<file path="config.mk">
export PLATFORM = sky130hd
export DESIGN_NAME = cga_dcd
export DESIGN_NICKNAME = d
export VERILOG_FILES = /design/src/cga_dcd_pkg.sv /design/src/cga_dcd_comm_decode.sv /design/src/cga_dcd_branch.sv /design/src/cga_dcd_cs_strobes.sv /design/src/cga_dcd_idb_enables.sv /design/src/cga_dcd.sv
export SDC_FILE = /design/constraint.sdc
export NUM_CORES = 1
export LEC_CHECK = 0
export CAP_MARGIN = 20
export CORE_MARGIN = 3
export CORE_UTILIZATION = 55
export DETAILED_ROUTE_END_ITERATION = 10
export DONT_BUFFER_PORTS = 1
export PLACE_DENSITY = 0.7
export SLEW_MARGIN = 30
export SYNTH_ARGS = -nofsm -noshare
export SYNTH_HDL_FRONTEND = slang
export SYNTH_SLANG_ARGS = --single-unit
</file>
<file path="constraint.sdc">
create_clock -name s_mclk -period 2.3 [get_ports s_mclk]
set_input_delay 0.23 -clock s_mclk [delete_from_list [all_inputs] [get_ports s_mclk]]
set_output_delay 0.23 -clock s_mclk [all_outputs]
set_load 0.005 [all_outputs]
</file>
<file path="src/cga_dcd_pkg.sv">
// Microword field types, command codes and IDB source codes for the decoder
`default_nettype none

package cga_dcd_pkg;

  // Microword fields
  typedef logic [4:0] comm_t;  // Command field CSCOMM
  typedef logic [1:0] mis_t;   // Miscellaneous qualifier CSMIS
  typedef logic [4:0] idbs_t;  // IDB source select CSIDBS

  // Command codes, octal as in the microcode listing
  localparam comm_t CMD_LDPIL  = 5'o01;  // Load PIL
  localparam comm_t CMD_LDGPR  = 5'o02;  // Load GPR
  localparam comm_t CMD_WRTRF  = 5'o03;  // Write register file
  localparam comm_t CMD_CLIRQ  = 5'o04;  // Clear interrupt request
  localparam comm_t CMD_EPIC   = 5'o11;  // Enable interrupt controller
  localparam comm_t CMD_DSTOP  = 5'o14;  // Stop
  localparam comm_t CMD_CLFF   = 5'o16;  // Clear flip-flop
  localparam comm_t CMD_LDLC   = 5'o17;  // Load LC

  // Conditional commands, qualified by the mis field
  localparam comm_t CMD_COND22 = 5'o22;
  localparam comm_t CMD_COND23 = 5'o23;
  localparam comm_t CMD_COND24 = 5'o24;
  localparam comm_t CMD_COND25 = 5'o25;

  localparam comm_t CMD_LWCA   = 5'o36;  // Load WCA

  // IDB bus sources
  localparam idbs_t SRC_REG    = 5'o05;  // Register file
  localparam idbs_t SRC_PICS   = 5'o15;
  localparam idbs_t SRC_PGS    = 5'o23;
  localparam idbs_t SRC_PCR    = 5'o25;
  localparam idbs_t SRC_PICV   = 5'o31;

endpackage

`default_nettype wire

</file>
<file path="src/cga_dcd_comm_decode.sv">
// Command register, load-LC and load-PIL decodes and the two-flop stop strobe
`timescale 1ns/1ps
`default_nettype none

module cga_dcd_comm_decode (
  input  logic               s_mclk,
  input  logic               s_mr_n,
  input  cga_dcd_pkg::comm_t cscomm,
  input  cga_dcd_pkg::mis_t  csmis,
  input  logic               lcs_n,
  output cga_dcd_pkg::comm_t comm,
  output cga_dcd_pkg::mis_t  mis,
  output logic               ldlc_n,
  output logic               ldpil_n,
  output logic               dstop_n
);
  import cga_dcd_pkg::*;

  logic stop_dec;  // Stop decoded from the command register
  logic istop_n;   // First stage of the stop delay

  // Command register, loads every cycle
  // Bit 4 is dropped while LCS is active, so no 2x/3x code survives
  always_ff @(posedge s_mclk or negedge s_mr_n) begin
    if (!s_mr_n) begin
      comm <= '0;
      mis  <= '0;
    end else begin
      comm <= {cscomm[4] & lcs_n, cscomm[3:0]};
      mis  <= csmis;
    end
  end

  // Register decodes qualified by the live load-control line
  assign ldlc_n  = ~(lcs_n && (comm == CMD_LDLC));
  assign ldpil_n = ~(lcs_n && (comm == CMD_LDPIL));

  assign stop_dec = lcs_n && (comm == CMD_DSTOP);

  // Stop goes through two flops before it leaves the block
  always_ff @(posedge s_mclk or negedge s_mr_n) begin
    if (!s_mr_n) begin
      istop_n <= 1'b1;
      dstop_n <= 1'b1;
    end else begin
      istop_n <= ~stop_dec;
      dstop_n <= istop_n;
    end
  end

  // A stop longer than one cycle needs the stop command in two successive words
  dstop_single_a : assert property (
    @(posedge s_mclk) disable iff (!s_mr_n)
    (!dstop_n && !$past(dstop_n)) |->
      ($past(comm, 2) == CMD_DSTOP && $past(comm, 3) == CMD_DSTOP)
  ) else $error("dstop_n low for two cycles without two stop commands");

endmodule

`default_nettype wire

</file>
<file path="src/cga_dcd_branch.sv">
// Conditional-branch and indirect decode from the command register and the flags
`timescale 1ns/1ps
`default_nettype none

module cga_dcd_branch (
  input  cga_dcd_pkg::comm_t comm,
  input  cga_dcd_pkg::mis_t  mis,
  input  logic               cry,
  input  logic               f15,
  input  logic               sgr,
  input  logic               zf,
  input  logic               wp_n,
  output logic               cbrk_n,
  output logic               ind_n
);
  import cga_dcd_pkg::*;

  logic       en_lo;   // Commands 22 and 23
  logic       en_hi;   // Commands 24 and 25
  logic [2:0] sel;     // comm bit 0 over mis
  logic [7:0] dec_lo;  // 22.0 to 22.3 then 23.0 to 23.3
  logic [7:0] dec_hi;  // 24.0 to 24.3 then 25.0 to 25.3
  logic       brk_22;
  logic       brk_23;
  logic       brk_24;
  logic       brk_25;

  assign en_lo = (comm == CMD_COND22) || (comm == CMD_COND23);
  assign en_hi = (comm == CMD_COND24) || (comm == CMD_COND25);
  assign sel   = {comm[0], mis};

  // Two one-of-eight decoders sharing the select
  assign dec_lo = en_lo ? (8'b0000_0001 << sel) : 8'b0000_0000;
  assign dec_hi = en_hi ? (8'b0000_0001 << sel) : 8'b0000_0000;

  // 24.n tests sign then carry in both polarities
  assign brk_24 = (dec_hi[0] & ~sgr) | (dec_hi[1] & sgr) |
                  (dec_hi[2] & ~cry) | (dec_hi[3] & cry);

  // 25.n and 23.n both test F15 then zero
  assign brk_25 = (dec_hi[4] & ~f15) | (dec_hi[5] & f15) |
                  (dec_hi[6] & ~zf)  | (dec_hi[7] & zf);
  assign brk_23 = (dec_lo[4] & ~f15) | (dec_lo[5] & f15) |
                  (dec_lo[6] & ~zf)  | (dec_lo[7] & zf);

  assign brk_22 = dec_lo[3] & ~wp_n;  // 22.3 tests write protect

  assign cbrk_n = ~(brk_22 | brk_23 | brk_24 | brk_25);

  // Indirect addressing on 22.0 and 22.1
  assign ind_n = ~(dec_lo[0] | dec_lo[1]);

  dec_onehot_a : assert final ($isunknown({comm, mis}) || $onehot0({dec_hi, dec_lo}))
    else $error("more than one branch decoder line active");

endmodule

`default_nettype wire

</file>
<file path="src/cga_dcd_cs_strobes.sv">
// Registered strobes from the live command field, fetch capture and memory request
`timescale 1ns/1ps
`default_nettype none

module cga_dcd_cs_strobes (
  input  logic               s_mclk,
  input  logic               s_mr_n,
  input  cga_dcd_pkg::comm_t cscomm,
  input  cga_dcd_pkg::mis_t  csmis,
  input  logic               lcs_n,
  input  logic               brk_n,
  output logic               write_n,
  output logic               clff_n,
  output logic               clirq_n,
  output logic               epic,
  output logic               lwca_n,
  output logic               ldgpr_n,
  output logic               wrtrf,
  output logic               wrtrf_q,
  output logic               fetch_n,
  output logic               cfetch,
  output logic               csmreq
);
  import cga_dcd_pkg::*;

  logic dec_write;
  logic dec_clff;
  logic dec_clirq;
  logic dec_epic;
  logic dec_lwca;
  logic dec_ldgpr;
  logic dec_wrtrf;
  logic dec_fetch;
  logic grp_2x;    // Codes 20 to 27
  logic grp_3x;    // Codes 30 to 37
  logic clirq_q;

  assign grp_2x = cscomm[4:3] == 2'b10;
  assign grp_3x = cscomm[4:3] == 2'b11;

  // Live microword decodes, all blanked while LCS is active
  assign dec_write = lcs_n && (cscomm == 5'o32 || cscomm == 5'o33 || cscomm == 5'o35);
  assign dec_clff  = lcs_n && (cscomm == CMD_CLFF);
  assign dec_clirq = lcs_n && (cscomm == CMD_CLIRQ);
  assign dec_epic  = lcs_n && (cscomm == CMD_EPIC);
  assign dec_lwca  = lcs_n && (cscomm == CMD_LWCA) && (csmis == 2'd0);
  assign dec_ldgpr = lcs_n && ((cscomm == CMD_LDGPR) ||
                               (cscomm == CMD_COND22 && csmis == 2'd2));
  assign dec_wrtrf = lcs_n && (cscomm == CMD_WRTRF);

  // 24-27, 23 and 27, or 22 and 26 with mis 3
  assign dec_fetch = lcs_n && grp_2x &&
                     (cscomm[2] || (cscomm[1] && (cscomm[0] || csmis == 2'd3)));

  // Memory request goes straight out, no register
  assign csmreq = lcs_n && (
                    (cscomm == CMD_COND22 && csmis != 2'd2) ||
                    (grp_2x && (cscomm[2] || (cscomm[1] && cscomm[0]))) ||
                    (grp_3x && (!cscomm[2] || !cscomm[1])));

  always_ff @(posedge s_mclk or negedge s_mr_n) begin
    if (!s_mr_n) begin
      write_n <= 1'b1;
      clff_n  <= 1'b1;
      clirq_q <= 1'b0;
      epic    <= 1'b0;
      lwca_n  <= 1'b1;
      ldgpr_n <= 1'b1;
      wrtrf_q <= 1'b0;
      fetch_n <= 1'b1;
    end else begin
      write_n <= ~dec_write;
      clff_n  <= ~dec_clff;
      clirq_q <= dec_clirq;
      epic    <= dec_epic;
      lwca_n  <= ~dec_lwca;
      ldgpr_n <= ~dec_ldgpr;
      wrtrf_q <= dec_wrtrf;
      fetch_n <= ~dec_fetch;
    end
  end

  assign wrtrf = wrtrf_q;  // Same flop feeds the ERF merge

  // Interrupt request is also cleared for the whole master reset
  assign clirq_n = ~(clirq_q | ~s_mr_n);

  // Break freezes a copy of the fetch state
  always_ff @(posedge s_mclk or negedge s_mr_n) begin
    if (!s_mr_n) begin
      cfetch <= 1'b0;
    end else if (!brk_n) begin
      cfetch <= ~fetch_n;
    end
  end

  csmreq_known_a : assert property (
    @(posedge s_mclk) disable iff (!s_mr_n) !$isunknown(csmreq)
  ) else $error("csmreq unknown");

endmodule

`default_nettype wire

</file>
<file path="src/cga_dcd_idb_enables.sv">
// Registered IDB source enables with the register-file write merged into ERF
`timescale 1ns/1ps
`default_nettype none

module cga_dcd_idb_enables (
  input  logic               s_mclk,
  input  logic               s_mr_n,
  input  cga_dcd_pkg::idbs_t csidbs,
  input  logic               lcs_n,
  input  logic               wrtrf_q,
  output logic               epgs_n,
  output logic               epcr_n,
  output logic               epicv_n,
  output logic               epics_n,
  output logic               erf_n
);
  import cga_dcd_pkg::*;

  logic dec_erf;

  // Register file drives IDB as a source, or one cycle after a register file write
  assign dec_erf = (lcs_n && csidbs == SRC_REG) || wrtrf_q;

  always_ff @(posedge s_mclk or negedge s_mr_n) begin
    if (!s_mr_n) begin
      epgs_n  <= 1'b1;
      epcr_n  <= 1'b1;
      epicv_n <= 1'b1;
      epics_n <= 1'b1;
      erf_n   <= 1'b1;
    end else begin
      epgs_n  <= ~(lcs_n && csidbs == SRC_PGS);
      epcr_n  <= ~(lcs_n && csidbs == SRC_PCR);
      epicv_n <= ~(lcs_n && csidbs == SRC_PICV);
      epics_n <= ~(lcs_n && csidbs == SRC_PICS);
      erf_n   <= ~dec_erf;
    end
  end

  // Only one of these may drive the IDB in any cycle
  idb_single_src_a : assert property (
    @(posedge s_mclk) disable iff (!s_mr_n)
    $onehot0(~{epgs_n, epcr_n, epicv_n, epics_n})
  ) else $error("more than one IDB source enabled");

endmodule

`default_nettype wire

</file>
<file path="src/cga_dcd.sv">
// Decoder top level wiring the command register, branch, strobe and IDB decoders
`timescale 1ns/1ps
`default_nettype none

module cga_dcd (
  input  logic               s_mclk,
  input  logic               s_mr_n,
  input  cga_dcd_pkg::comm_t cscomm,
  input  cga_dcd_pkg::mis_t  csmis,
  input  cga_dcd_pkg::idbs_t csidbs,
  input  logic               lcs_n,
  input  logic               brk_n,
  input  logic               cry,
  input  logic               f15,
  input  logic               sgr,
  input  logic               zf,
  input  logic               wp_n,
  output logic               cbrk_n,
  output logic               cfetch,
  output logic               clff_n,
  output logic               clirq_n,
  output logic               csmreq,
  output logic               dstop_n,
  output logic               epcr_n,
  output logic               epgs_n,
  output logic               epic,
  output logic               epics_n,
  output logic               epicv_n,
  output logic               erf_n,
  output logic               fetch_n,
  output logic               ind_n,
  output logic               ldgpr_n,
  output logic               ldlc_n,
  output logic               ldpil_n,
  output logic               lwca_n,
  output logic               write_n,
  output logic               wrtrf
);
  import cga_dcd_pkg::*;

  comm_t comm;     // Registered command
  mis_t  mis;      // Registered qualifier
  logic  wrtrf_q;  // Register file write, one cycle after the word

  cga_dcd_comm_decode u_comm (
    .s_mclk (s_mclk),
    .s_mr_n (s_mr_n),
    .cscomm (cscomm),
    .csmis  (csmis),
    .lcs_n  (lcs_n),
    .comm   (comm),
    .mis    (mis),
    .ldlc_n (ldlc_n),
    .ldpil_n(ldpil_n),
    .dstop_n(dstop_n)
  );

  cga_dcd_branch u_branch (
    .comm  (comm),
    .mis   (mis),
    .cry   (cry),
    .f15   (f15),
    .sgr   (sgr),
    .zf    (zf),
    .wp_n  (wp_n),
    .cbrk_n(cbrk_n),
    .ind_n (ind_n)
  );

  cga_dcd_cs_strobes u_cs (
    .s_mclk (s_mclk),
    .s_mr_n (s_mr_n),
    .cscomm (cscomm),
    .csmis  (csmis),
    .lcs_n  (lcs_n),
    .brk_n  (brk_n),
    .write_n(write_n),
    .clff_n (clff_n),
    .clirq_n(clirq_n),
    .epic   (epic),
    .lwca_n (lwca_n),
    .ldgpr_n(ldgpr_n),
    .wrtrf  (wrtrf),
    .wrtrf_q(wrtrf_q),
    .fetch_n(fetch_n),
    .cfetch (cfetch),
    .csmreq (csmreq)
  );

  cga_dcd_idb_enables u_idb (
    .s_mclk (s_mclk),
    .s_mr_n (s_mr_n),
    .csidbs (csidbs),
    .lcs_n  (lcs_n),
    .wrtrf_q(wrtrf_q),
    .epgs_n (epgs_n),
    .epcr_n (epcr_n),
    .epicv_n(epicv_n),
    .epics_n(epics_n),
    .erf_n  (erf_n)
  );

endmodule

`default_nettype wire

</file>
==> results of run 1 <==
cells in the mapped netlist:
cell       n  area (um2)
o21ai_0    1        5.00
nor4b_1    2        17.5
a21o_1     1        7.51
nand4_1    1        6.26
mux2i_1    2        20.0
a311oi_1   1        8.76
dfrtp_1   11         275
inv_1      3        11.3
nand2b_1   6        37.5
nand3b_1   2        15.0
a31oi_1    1        6.26
nand4b_1   1        8.76
or2b_2     1        8.76
nor2b_1    2        12.5
and3_1     1        6.26
o31a_1     1        8.76
or3_1      1        6.26
xor2_1     2        17.5
or2_2      1        6.26
dfstp_2   12         315
a21oi_1    3        15.0
a211oi_1   1        7.51
nand2_1   10        37.5
buf_2      1        5.00
nor4_1     2        12.5
nor2_1     3        11.3
nor3b_1    2        15.0
or4_1      2        15.0
nor3_1     2        10.0
o21a_1     1        7.51
nand3_1    4        20.0
metrics by stage:
step	setup slack, ns	utilization (%)	power (mW)	std cells	hold WS (ns)
CTS	0.576	69.7	0.672	113	0.000260
detailed placement	0.934	61.7	0.468	99	-0.0648
global route	0.475	70.0	0.697	114	0.0129
finish	0.583	70.0	0.661	114	0.0154
floorplan	0.997	-	0.465	84	-0.0656
global placement	0.961	61.7	0.467	99	-0.0648
critical path: cells and delay by family, from the launching register on:
family	cells	cell delay, ns
xor+xnor	1	0.16
flops	1	0.43
compound gates	2	0.36
mux	1	0.24
metal layers:
layer | track usage, % | share of wire, % | up-vias
met3 | 7.52 | 10 | 2
met1 | 22.5 | 41 | 317
li1 | - | - | 326
met5 | 0 | 0 | -
met4 | 4.84 | 0.93 | 0
met2 | 26.1 | 48 | 30
worst max path at each step:
stage             end               startpoint  slack [ns]  depth (start not counted)
2_1_floorplan  cbrk_n  u_comm.mis[1]$_DFF_PN0_         1.0                          4
3_3_place_gp   cbrk_n  u_comm.mis[1]$_DFF_PN0_        0.96                          4
3_5_place_dp   cbrk_n  u_comm.mis[1]$_DFF_PN0_        0.93                          4
4_1_cts        cbrk_n  u_comm.mis[1]$_DFF_PN0_        0.58                          4
5_1_grt        cbrk_n  u_comm.mis[1]$_DFF_PN0_        0.48                          4
6_report       cbrk_n  u_comm.mis[1]$_DFF_PN0_        0.58                          4
area by class of cell:
cell class / count / area [um2] / share of cell area [%]
tap: 16 / 20.0 / 1.81
multi-input combinational: 57 / 350 / 31.7
timing repair buffer: 11 / 105 / 9.52
inverter: 3 / 11.3 / 1.02
sequential: 23 / 591 / 53.5
clock buffer: 4 / 26.3 / 2.38
cells by family (layout without fill, tap and decap cells):
kind of cell              count (synthesis)  in the layout
xor gates and xnor gates                  2              2
buffers and inverters                     4             18
DFF                                      23             23
AOI/OAI and AO/OA                        10             10
muxes                                     2              2
and+or+nand+nor                          43             43
where the power goes:
part / total [mW] / switching [mW] / leakage, nW / internal, mW
Sequential: 0.427 / 0.00890 / 0.264 / 0.418
Combinational: 0.0581 / 0.0278 / 0.164 / 0.0303
Clock: 0.176 / 0.109 / 0.0150 / 0.0676
timing repair:
| action | CTS | global route |
|---|---|---|
| resized for setup | 0 | 0 |
| setup buffers | 0 | 0 |
| endpoints found under the hold margin | 36 | 11 |
| hold buffers | 10 | 1 |
cells in the final DEF, fill, tap and decap left out, types with 2 or more instances in the layout:
| cell type | count |
|---|---|
| dlygate4sd3_1 | 10 |
| clkbuf_4 | 3 |
| nor3_1 | 2 |
| nand2b_1 | 6 |
| nor2_1 | 3 |
| dfstp_2 | 12 |
| nand3b_1 | 2 |
| a21oi_1 | 3 |
| nor3b_1 | 2 |
| mux2i_1 | 2 |
| xor2_1 | 2 |
| nand3_1 | 4 |
| nor4b_1 | 2 |
| or4_1 | 2 |
| inv_1 | 3 |
| nor2b_1 | 2 |
| nor4_1 | 2 |
| dfrtp_1 | 11 |
| nand2_1 | 10 |
==> out/qor.csv, run 1 <==
metric,value,unit
status,completed,
finalSetupViolCount,0,
root_buffer,clkbuf_4,
synth_xor_area_share,1.83,%
gp_congestion,0.738,
hold_path_end,u_cs.cfetch$_DFFE_PN0N_,
grt_use_total,17.2,%
numCtsBuffers,3,
crit_chain,"mux2i_1, xor2_1, a31oi_1, o31a_1",
rows,14,
rsz0062_at_grt,no,
slew_viol_final,0,
yosysUniqueCellTypes,31,
hold_start,brk_n,
max_stage_delay,0.43,ns
layout_min_cycle_time,1.72,ns
drv_cap,0,
grt_max_degree,24,
overflow,0,
peakVddDrop,0.358,mV
power_density,599,nW/um2
clock.fmax,583,MHz
critPathKind,register to output port,
tightestPinTransition,0.471,ns
syn_avg_cell_area,11.4,um2
largest_register_ffs,5,
whs_path_depth,1,
core,1580,um2
r2r_cells,3,
hpwl,1.15,mm
routedWlPerCell,16.0,um
grt_pass1_wl,2.64,mm
slew_headroom,68.6,%
num-fill-cells,126,
first_global_vias,573,
portBuffers,0,
synth_seq_cells,23,
synth-simple-area-share,25.8,%
detail-route-antenna-nets,0,
tns,0,ns
reg.largest.list,"u_comm.comm: 5 flops, u_comm.mis: 2 flops",
antenna_found_initial,0,
synth-adder-area-share,0,%
syn_area,957,um2
synthMuxAreaShare,2.09,%
vias,675,
syn_inst,84,
viasPerCell,5.92,
cts_buffer_depth,2,
drive_gt1_share,18.4,%
cp-start-kind,register,
firstDrtPassIters,4,
cp_max_fo,4,
clock_latency,0.30,ns
placed_area,972,um2
cp_data_required_time,2.07,ns
r2r_setup_slack,1.48,ns
cp.arrival,1.49,ns
clkTransAtPathRegs,0.11,ns
synthToLayoutAreaGrowth,15.3,%
nets,120,
cts_tree,yes,
pin_count,41,
total_leakage_power,0.443,nW
cp_slowest_cell,dfrtp_1,
synth_fp_nets,105,
start_util,60.7,%
top_register,u_comm.comm,
diodes,0,
crit_path_end_kind,output port,
min_period_over_period,74.6,%
wl,1.83,mm
cts_sinks,23,
rr_endpoint,u_comm.istop_n$_DFF_PN1_,
rr_startpoint,u_comm.comm[4]$_DFF_PN0_,
ys.warnings.count,0,
synth_top_family_by_area,simple AND/OR/NAND/NOR gates,
drt_iter0_drc,10,
finalInstanceArea,1100,um2
die_h,47.7,um
drc,0,
cts-htree-levels,1,
skew,0.00486,ns
hold_class,input port to register,
dieArea,2280,um2
hold_viol,0,
synth-compound-area-share,6.93,%
ys_seq_area_share,61.7,%
chipWidth,47.7,um
(Power assumes the default switching activity.)
==> run 2, diff against run 1 <==
Settings changed: CORE_UTILIZATION 55 to 53, PLACE_DENSITY 0.7 to 0.71.
Clock period 2.3 ns to 1.55 ns, I/O delays scaled along.
==> run 2 against run 1 <==
  * The flow now finishes with violations (negative setup slack)
  * Routed wire length is 14% higher
  * Clock skew is 0.0036 ns lower
  * Sequential power is 48% higher
  * Global-route usage is 3.1 points higher
  * Via count is 6.1% higher
  * First-iteration DRC count is 10% lower
  * Clock power is 51% higher
  * Total power is 52% higher
  * Worst hold slack better by 0.032 ns
==> out/qor.csv, run 2 (synthesis results as in run 1) <==
metric,value,unit,change
failed_checks,negative setup slack,,
multi_input_area,350,um2,unchanged
tns,-0.0939,ns,-0.0939 ns
min_period_over_period,103,%,
detail-route-antenna-nets,0,,unchanged
fin_util,74.2,%,+4.2 points
firstDrtPassIters,4,,unchanged
crit_family,flip-flops,,
cp-start-kind,register,,
dieArea,2350,um2,+3.3%
gp_congestion,0.807,,+9.3%
clock_latency,0.30,ns,about the same
diodes,0,,unchanged
slew_viol_final,0,,unchanged
portBuffers,0,,unchanged
clock.fmax,626,MHz,
rsz0062_at_grt,yes,,
crit_chain,"mux2i_1, xor2_1, a31oi_1, o31a_1",,
grt_max_degree,24,,unchanged
wl,2.09,mm,+14%
num-fill-cells,111,,-12%
routedWlPerCell,16.2,um,+0.93%
rows,14,,unchanged
status,"complete, but fails checks",,
top_register,u_comm.comm,,
cp.arrival,1.44,ns,-0.05 ns
drt_iter0_drc,9,,-1
layoutNonFillerInstCount,129,,+13%
reg.largest.list,"u_comm.comm: 5 flops, u_comm.mis: 2 flops",,
total_leakage_power,0.470,nW,+6.1%
core,1590,um2,+1.1%
drc,0,,unchanged
most-common-layout-cells,"dlygate4sd3_1 (16), dfstp_2 (12), dfrtp_1 (11)",,
tightestPinTransition,0.470,ns,-0.000725 ns
overflow,0,,unchanged
chipWidth,48.5,um,+1.6%
cp_max_fo,3,,-1
hold_class,input port to register,,
finalPower,1.00,mW,+52%
vias,716,,+6.1%
cts_tree,yes,,
peakVddDrop,0.568,mV,+59%
largest_register_ffs,5,,unchanged
hold_viol,0,,unchanged
crit_buf_inv,0,,unchanged
layout_min_cycle_time,1.60,ns,
power_density,848,nW/um2,+42%
cts_sinks,23,,unchanged
cp_slowest_cell,dfrtp_1,,
cp_data_required_time,1.39,ns,-0.68 ns
cts-htree-levels,1,,unchanged
nets,127,,+5.8%
start_util,60.0,%,-0.67 points
first_global_vias,829,,+45%
synthToLayoutAreaGrowth,23.5,%,
grt_pass1_wl,3.73,mm,+42%
layout_commonest_cell,dlygate4sd3_1,,
die_h,48.5,um,+1.6%
viasPerCell,5.55,,-6.3%
drive_gt1_share,19.0,%,+0.68 points
crit_path_end_kind,output port,,
antenna_found_initial,0,,unchanged
cts_buffer_depth,2,,unchanged
max_stage_delay,0.40,ns,-0.03 ns
post-place-cells,107,,+8.1%
clkTransAtPathRegs,0.12,ns,about the same
critPathKind,register to output port,,
drv_cap,0,,unchanged
slew_headroom,68.6,%,about the same
skew,0.00126,ns,-0.00360 ns
ff_latch_area,591,um2,unchanged
root_buffer,clkbuf_4,,
grt_use_total,20.4,%,+3.1 points
cts_resized,0,,unchanged
pin_count,41,,unchanged
finalSetupViolCount,2,,+2
numCtsBuffers,3,,unchanged
worst_slack,-0.0471,ns,-0.630 ns
==> run 2: layer usage <==
metal / GRT usage (%) / up-vias / routed length, um
li1: - / 339 / -
met3: 4.29 / 6 / 112
met4: 8.53 / 0 / 39
met2: 35.1 / 29 / 1090
met1: 24.8 / 342 / 846
met5: 0 / - / 0
==> run 2: worst paths after layout <==
path / from / to / slack, ns / cells after the start
hold / removal: cscomm[2] / u_cs.write_n$_DFF_PN1_ / 0.05 / 3
max in group asynchronous: s_mr_n / u_cs.ldgpr_n$_DFF_PN1_ / 0.87 / 2
setup reg to reg: u_comm.comm[4]$_DFF_PN0_ / u_comm.istop_n$_DFF_PN1_ / 0.72 / 3
hold reg to reg: u_comm.istop_n$_DFF_PN1_ / u_comm.dstop_n$_DFF_PN1_ / 0.37 / 0
setup / recovery: u_comm.mis[1]$_DFF_PN0_ / cbrk_n / -0.05 / 4
min in group asynchronous: s_mr_n / u_comm.comm[3]$_DFF_PN0_ / 0.34 / 2
==> run 2: layout make-up <==
class,count,share of cell area (%)
timing repair buffer,18,14.6
inverter,3,0.952
sequential,23,49.9
clock inverter,1,0.423
clock buffer,3,1.90
tap,24,2.54
multi-input combinational,57,29.6
==> run 2: worst min-delay path: stages <==
cell and delay [ns]:
nand3b_1 0.05, nand2_1 0.07, nand3_1 0.07
==> run 2: report_power, final <==
group | internal [mW] | switching (mW) | total, mW
logic | 0.0538 | 0.0502 | 0.104
registers | 0.620 | 0.0133 | 0.634
clock network | 0.0961 | 0.169 | 0.265
==> run 2: per-stage QoR <==
step | setup slack (ns) | hold slack, ns | cell area (um2)
after floorplan | 0.322 | -0.141 | 957
after detailed placement | 0.251 | -0.140 | 982
final | -0.0471 | 0.0477 | 1180
after global placement | 0.285 | -0.140 | 982
after global routing | -0.192 | 0.0179 | 1180
after CTS | -0.0660 | 0.00882 | 1170
==> run 2: timing repair <==
action                                 CTS  global route
setup buffers                            1             0
pin swaps                                1             0
hold buffers                            15             2
endpoints found under the hold margin   42            12
setup endpoints to repair                2             2
==> run 3, diff against run 2 <==
Settings changed: RECOVER_POWER set to 50.
==> run 3 against run 2 <==
  * Worst setup slack is the same
  * Routed wire length shrank 0.19%
  * Cell area shrank 0.11%
  * Non-clock buffer count is the same
  * Final cell count is the same
  * The flow still finishes with violations (negative setup slack)
  * Sequential power is essentially flat
==> out/qor.csv, run 3 (synthesis results as in run 1) <==
metric,value,unit,change
failed_checks,negative setup slack,,
whs_path_depth,3,,unchanged
min_period_over_period,103,%,unchanged
start_util,60.0,%,unchanged
slew_viol_final,0,,unchanged
crit_path_end_kind,output port,,
power_frac_comb,10.3,%,about the same
cts_sinks,23,,unchanged
first_global_vias,829,,unchanged
drive_gt1_share,18.1,%,-0.95 points
layout_min_cycle_time,1.60,ns,unchanged
grt_use_total,20.4,%,unchanged
portBuffers,0,,unchanged
firstDrtPassIters,4,,unchanged
root_buffer,clkbuf_4,,
nets,127,,unchanged
total_leakage_power,0.468,nW,-0.59%
rows,14,,unchanged
viasPerCell,5.54,,-0.14%
detail-route-antenna-nets,0,,unchanged
hold_viol,0,,unchanged
cts_tree,yes,,
top_register,u_comm.comm,,
slew_headroom,25.0,%,-44 points
rsz0062_at_grt,yes,,
tns,-0.0939,ns,unchanged
synthToLayoutAreaGrowth,23.4,%,
critPathKind,register to output port,,
top_layer_used,met4,,
crit_chain,"mux2i_1, xor2_1, a31oi_1, o31a_1",,
status,"complete, but fails checks",,
grt_pass1_wl,3.73,mm,unchanged
largest_register_ffs,5,,unchanged
pin_count,41,,unchanged
overflow,0,,unchanged
core,1590,um2,unchanged
worst_slack,-0.0471,ns,unchanged
post-place-cells,107,,unchanged
crit_buf_inv,0,,unchanged
max_stage_delay,0.40,ns,about the same
r2r_setup_slack,0.72,ns,about the same
switching_share,23.2,%,about the same
antenna_found_initial,0,,unchanged
layout_commonest_cell,dlygate4sd3_1,,
hold_class,input port to register,,
drv_cap,0,,unchanged
seq_power_share,63.2,%,about the same
cts_resized,0,,unchanged
routedWlPerCell,16.2,um,-0.19%
die_h,48.5,um,unchanged
cts_buffer_depth,2,,unchanged
wl_met2,1.09,mm,+0.18%
dieArea,2350,um2,unchanged
critical_path_depth,4,,unchanged
clkTransAtPathRegs,0.12,ns,about the same
intPower,770,uW,about the same
r2r_cells,3,,unchanged
most-common-layout-cells,"dlygate4sd3_1 (16), dfstp_2 (12), dfrtp_1 (11)",,
power_switching,232,uW,-0.18%
clock.fmax,626,MHz,unchanged
layoutNonFillerInstCount,129,,unchanged
drc,0,,unchanged
cp_slowest_cell,dfrtp_1,,
cp.arrival,1.44,ns,about the same
gp_congestion,0.807,,unchanged
clock_latency,0.30,ns,about the same
crit_family,flip-flops,,
cp_data_required_time,1.39,ns,about the same
peakVddDrop,0.567,mV,-0.19%
chipWidth,48.5,um,unchanged
drt_iter0_drc,9,,unchanged
cts-htree-levels,1,,unchanged
grt_max_degree,24,,unchanged
diodes,0,,unchanged
numCtsBuffers,3,,unchanged
skew,0.00163,ns,+0.000372 ns
power_density,848,nW/um2,about the same
finalSetupViolCount,2,,unchanged
cp-start-kind,register,,
pwr-share-clk,26.4,%,about the same
cp_max_fo,3,,unchanged
met1Wirelength,840,um,-0.71%
tightestPinTransition,1.13,ns,+0.655 ns
wl,2.09,mm,-0.19%
reg.largest.list,"u_comm.comm: 5 flops, u_comm.mis: 2 flops",,
wl_met3,113,um,+0.89%
vias,715,,-0.14%
-- run 3: through the flow --
step           area, um2  power (mW)  setup slack, ns  util, %  hold WS [ns]
3_5_place_dp         982       0.696            0.251     61.6        -0.140
6_report            1180        1.00          -0.0471     74.1        0.0482
4_1_cts             1170        1.01          -0.0660     73.2       0.00882
3_3_place_gp         982       0.693            0.285     61.6        -0.140
2_1_floorplan        957       0.689            0.322        -        -0.141
5_1_grt             1180        1.06           -0.192     74.1        0.0179
-- run 3: worst reg2reg max path, delay by kind of cell (launching register included) --
family / cells / cell delay, ns
simple gates: 3 / 0.39
flops: 1 / 0.40
-- run 3: layer usage --
metal  vias up  track usage, %
li1        339               -
met5         -               0
met3         6            4.29
met2        29            35.1
met4         0            8.53
met1       341            24.8
-- run 3: area by class of cell --
type / count / area, um2
timing repair buffer: 18 / 171
sequential: 23 / 591
multi-input combinational: 57 / 350
fill: 112 / 413
tap: 24 / 30.0
inverter: 3 / 11.3
clock buffer: 3 / 22.5
clock inverter: 1 / 5.00
-- run 3: worst paths after layout --
check / start / endpoint
worst max register to register: u_comm.comm[4]$_DFF_PN0_ / u_comm.istop_n$_DFF_PN1_
max in group asynchronous: s_mr_n / u_cs.wrtrf$_DFF_PN0_
worst max-delay path: u_comm.mis[1]$_DFF_PN0_ / cbrk_n
worst min register to register: u_comm.istop_n$_DFF_PN1_ / u_comm.dstop_n$_DFF_PN1_
min in group asynchronous: s_mr_n / u_comm.comm[3]$_DFF_PN0_
worst min-delay path: cscomm[2] / u_cs.write_n$_DFF_PN1_
-- run 3: timing repair --
action                                  CTS  global route
hold endpoints to repair                 42            12
buffers inserted                          1             0
endpoints found under the setup margin    2             2
hold buffers                             15             2
pin swaps                                 1             0
-- run 3: power groups by stage --
| stage | registers (mW) | clock network (mW) | logic, mW |
|---|---|---|---|
| final | 0.634 | 0.265 | 0.104 |
| after floorplan | 0.641 | 0 | 0.0486 |
| after detailed placement | 0.644 | 0 | 0.0519 |
| after CTS | 0.633 | 0.273 | 0.0990 |
| after global placement | 0.643 | 0 | 0.0500 |
| after global routing | 0.636 | 0.306 | 0.117 |
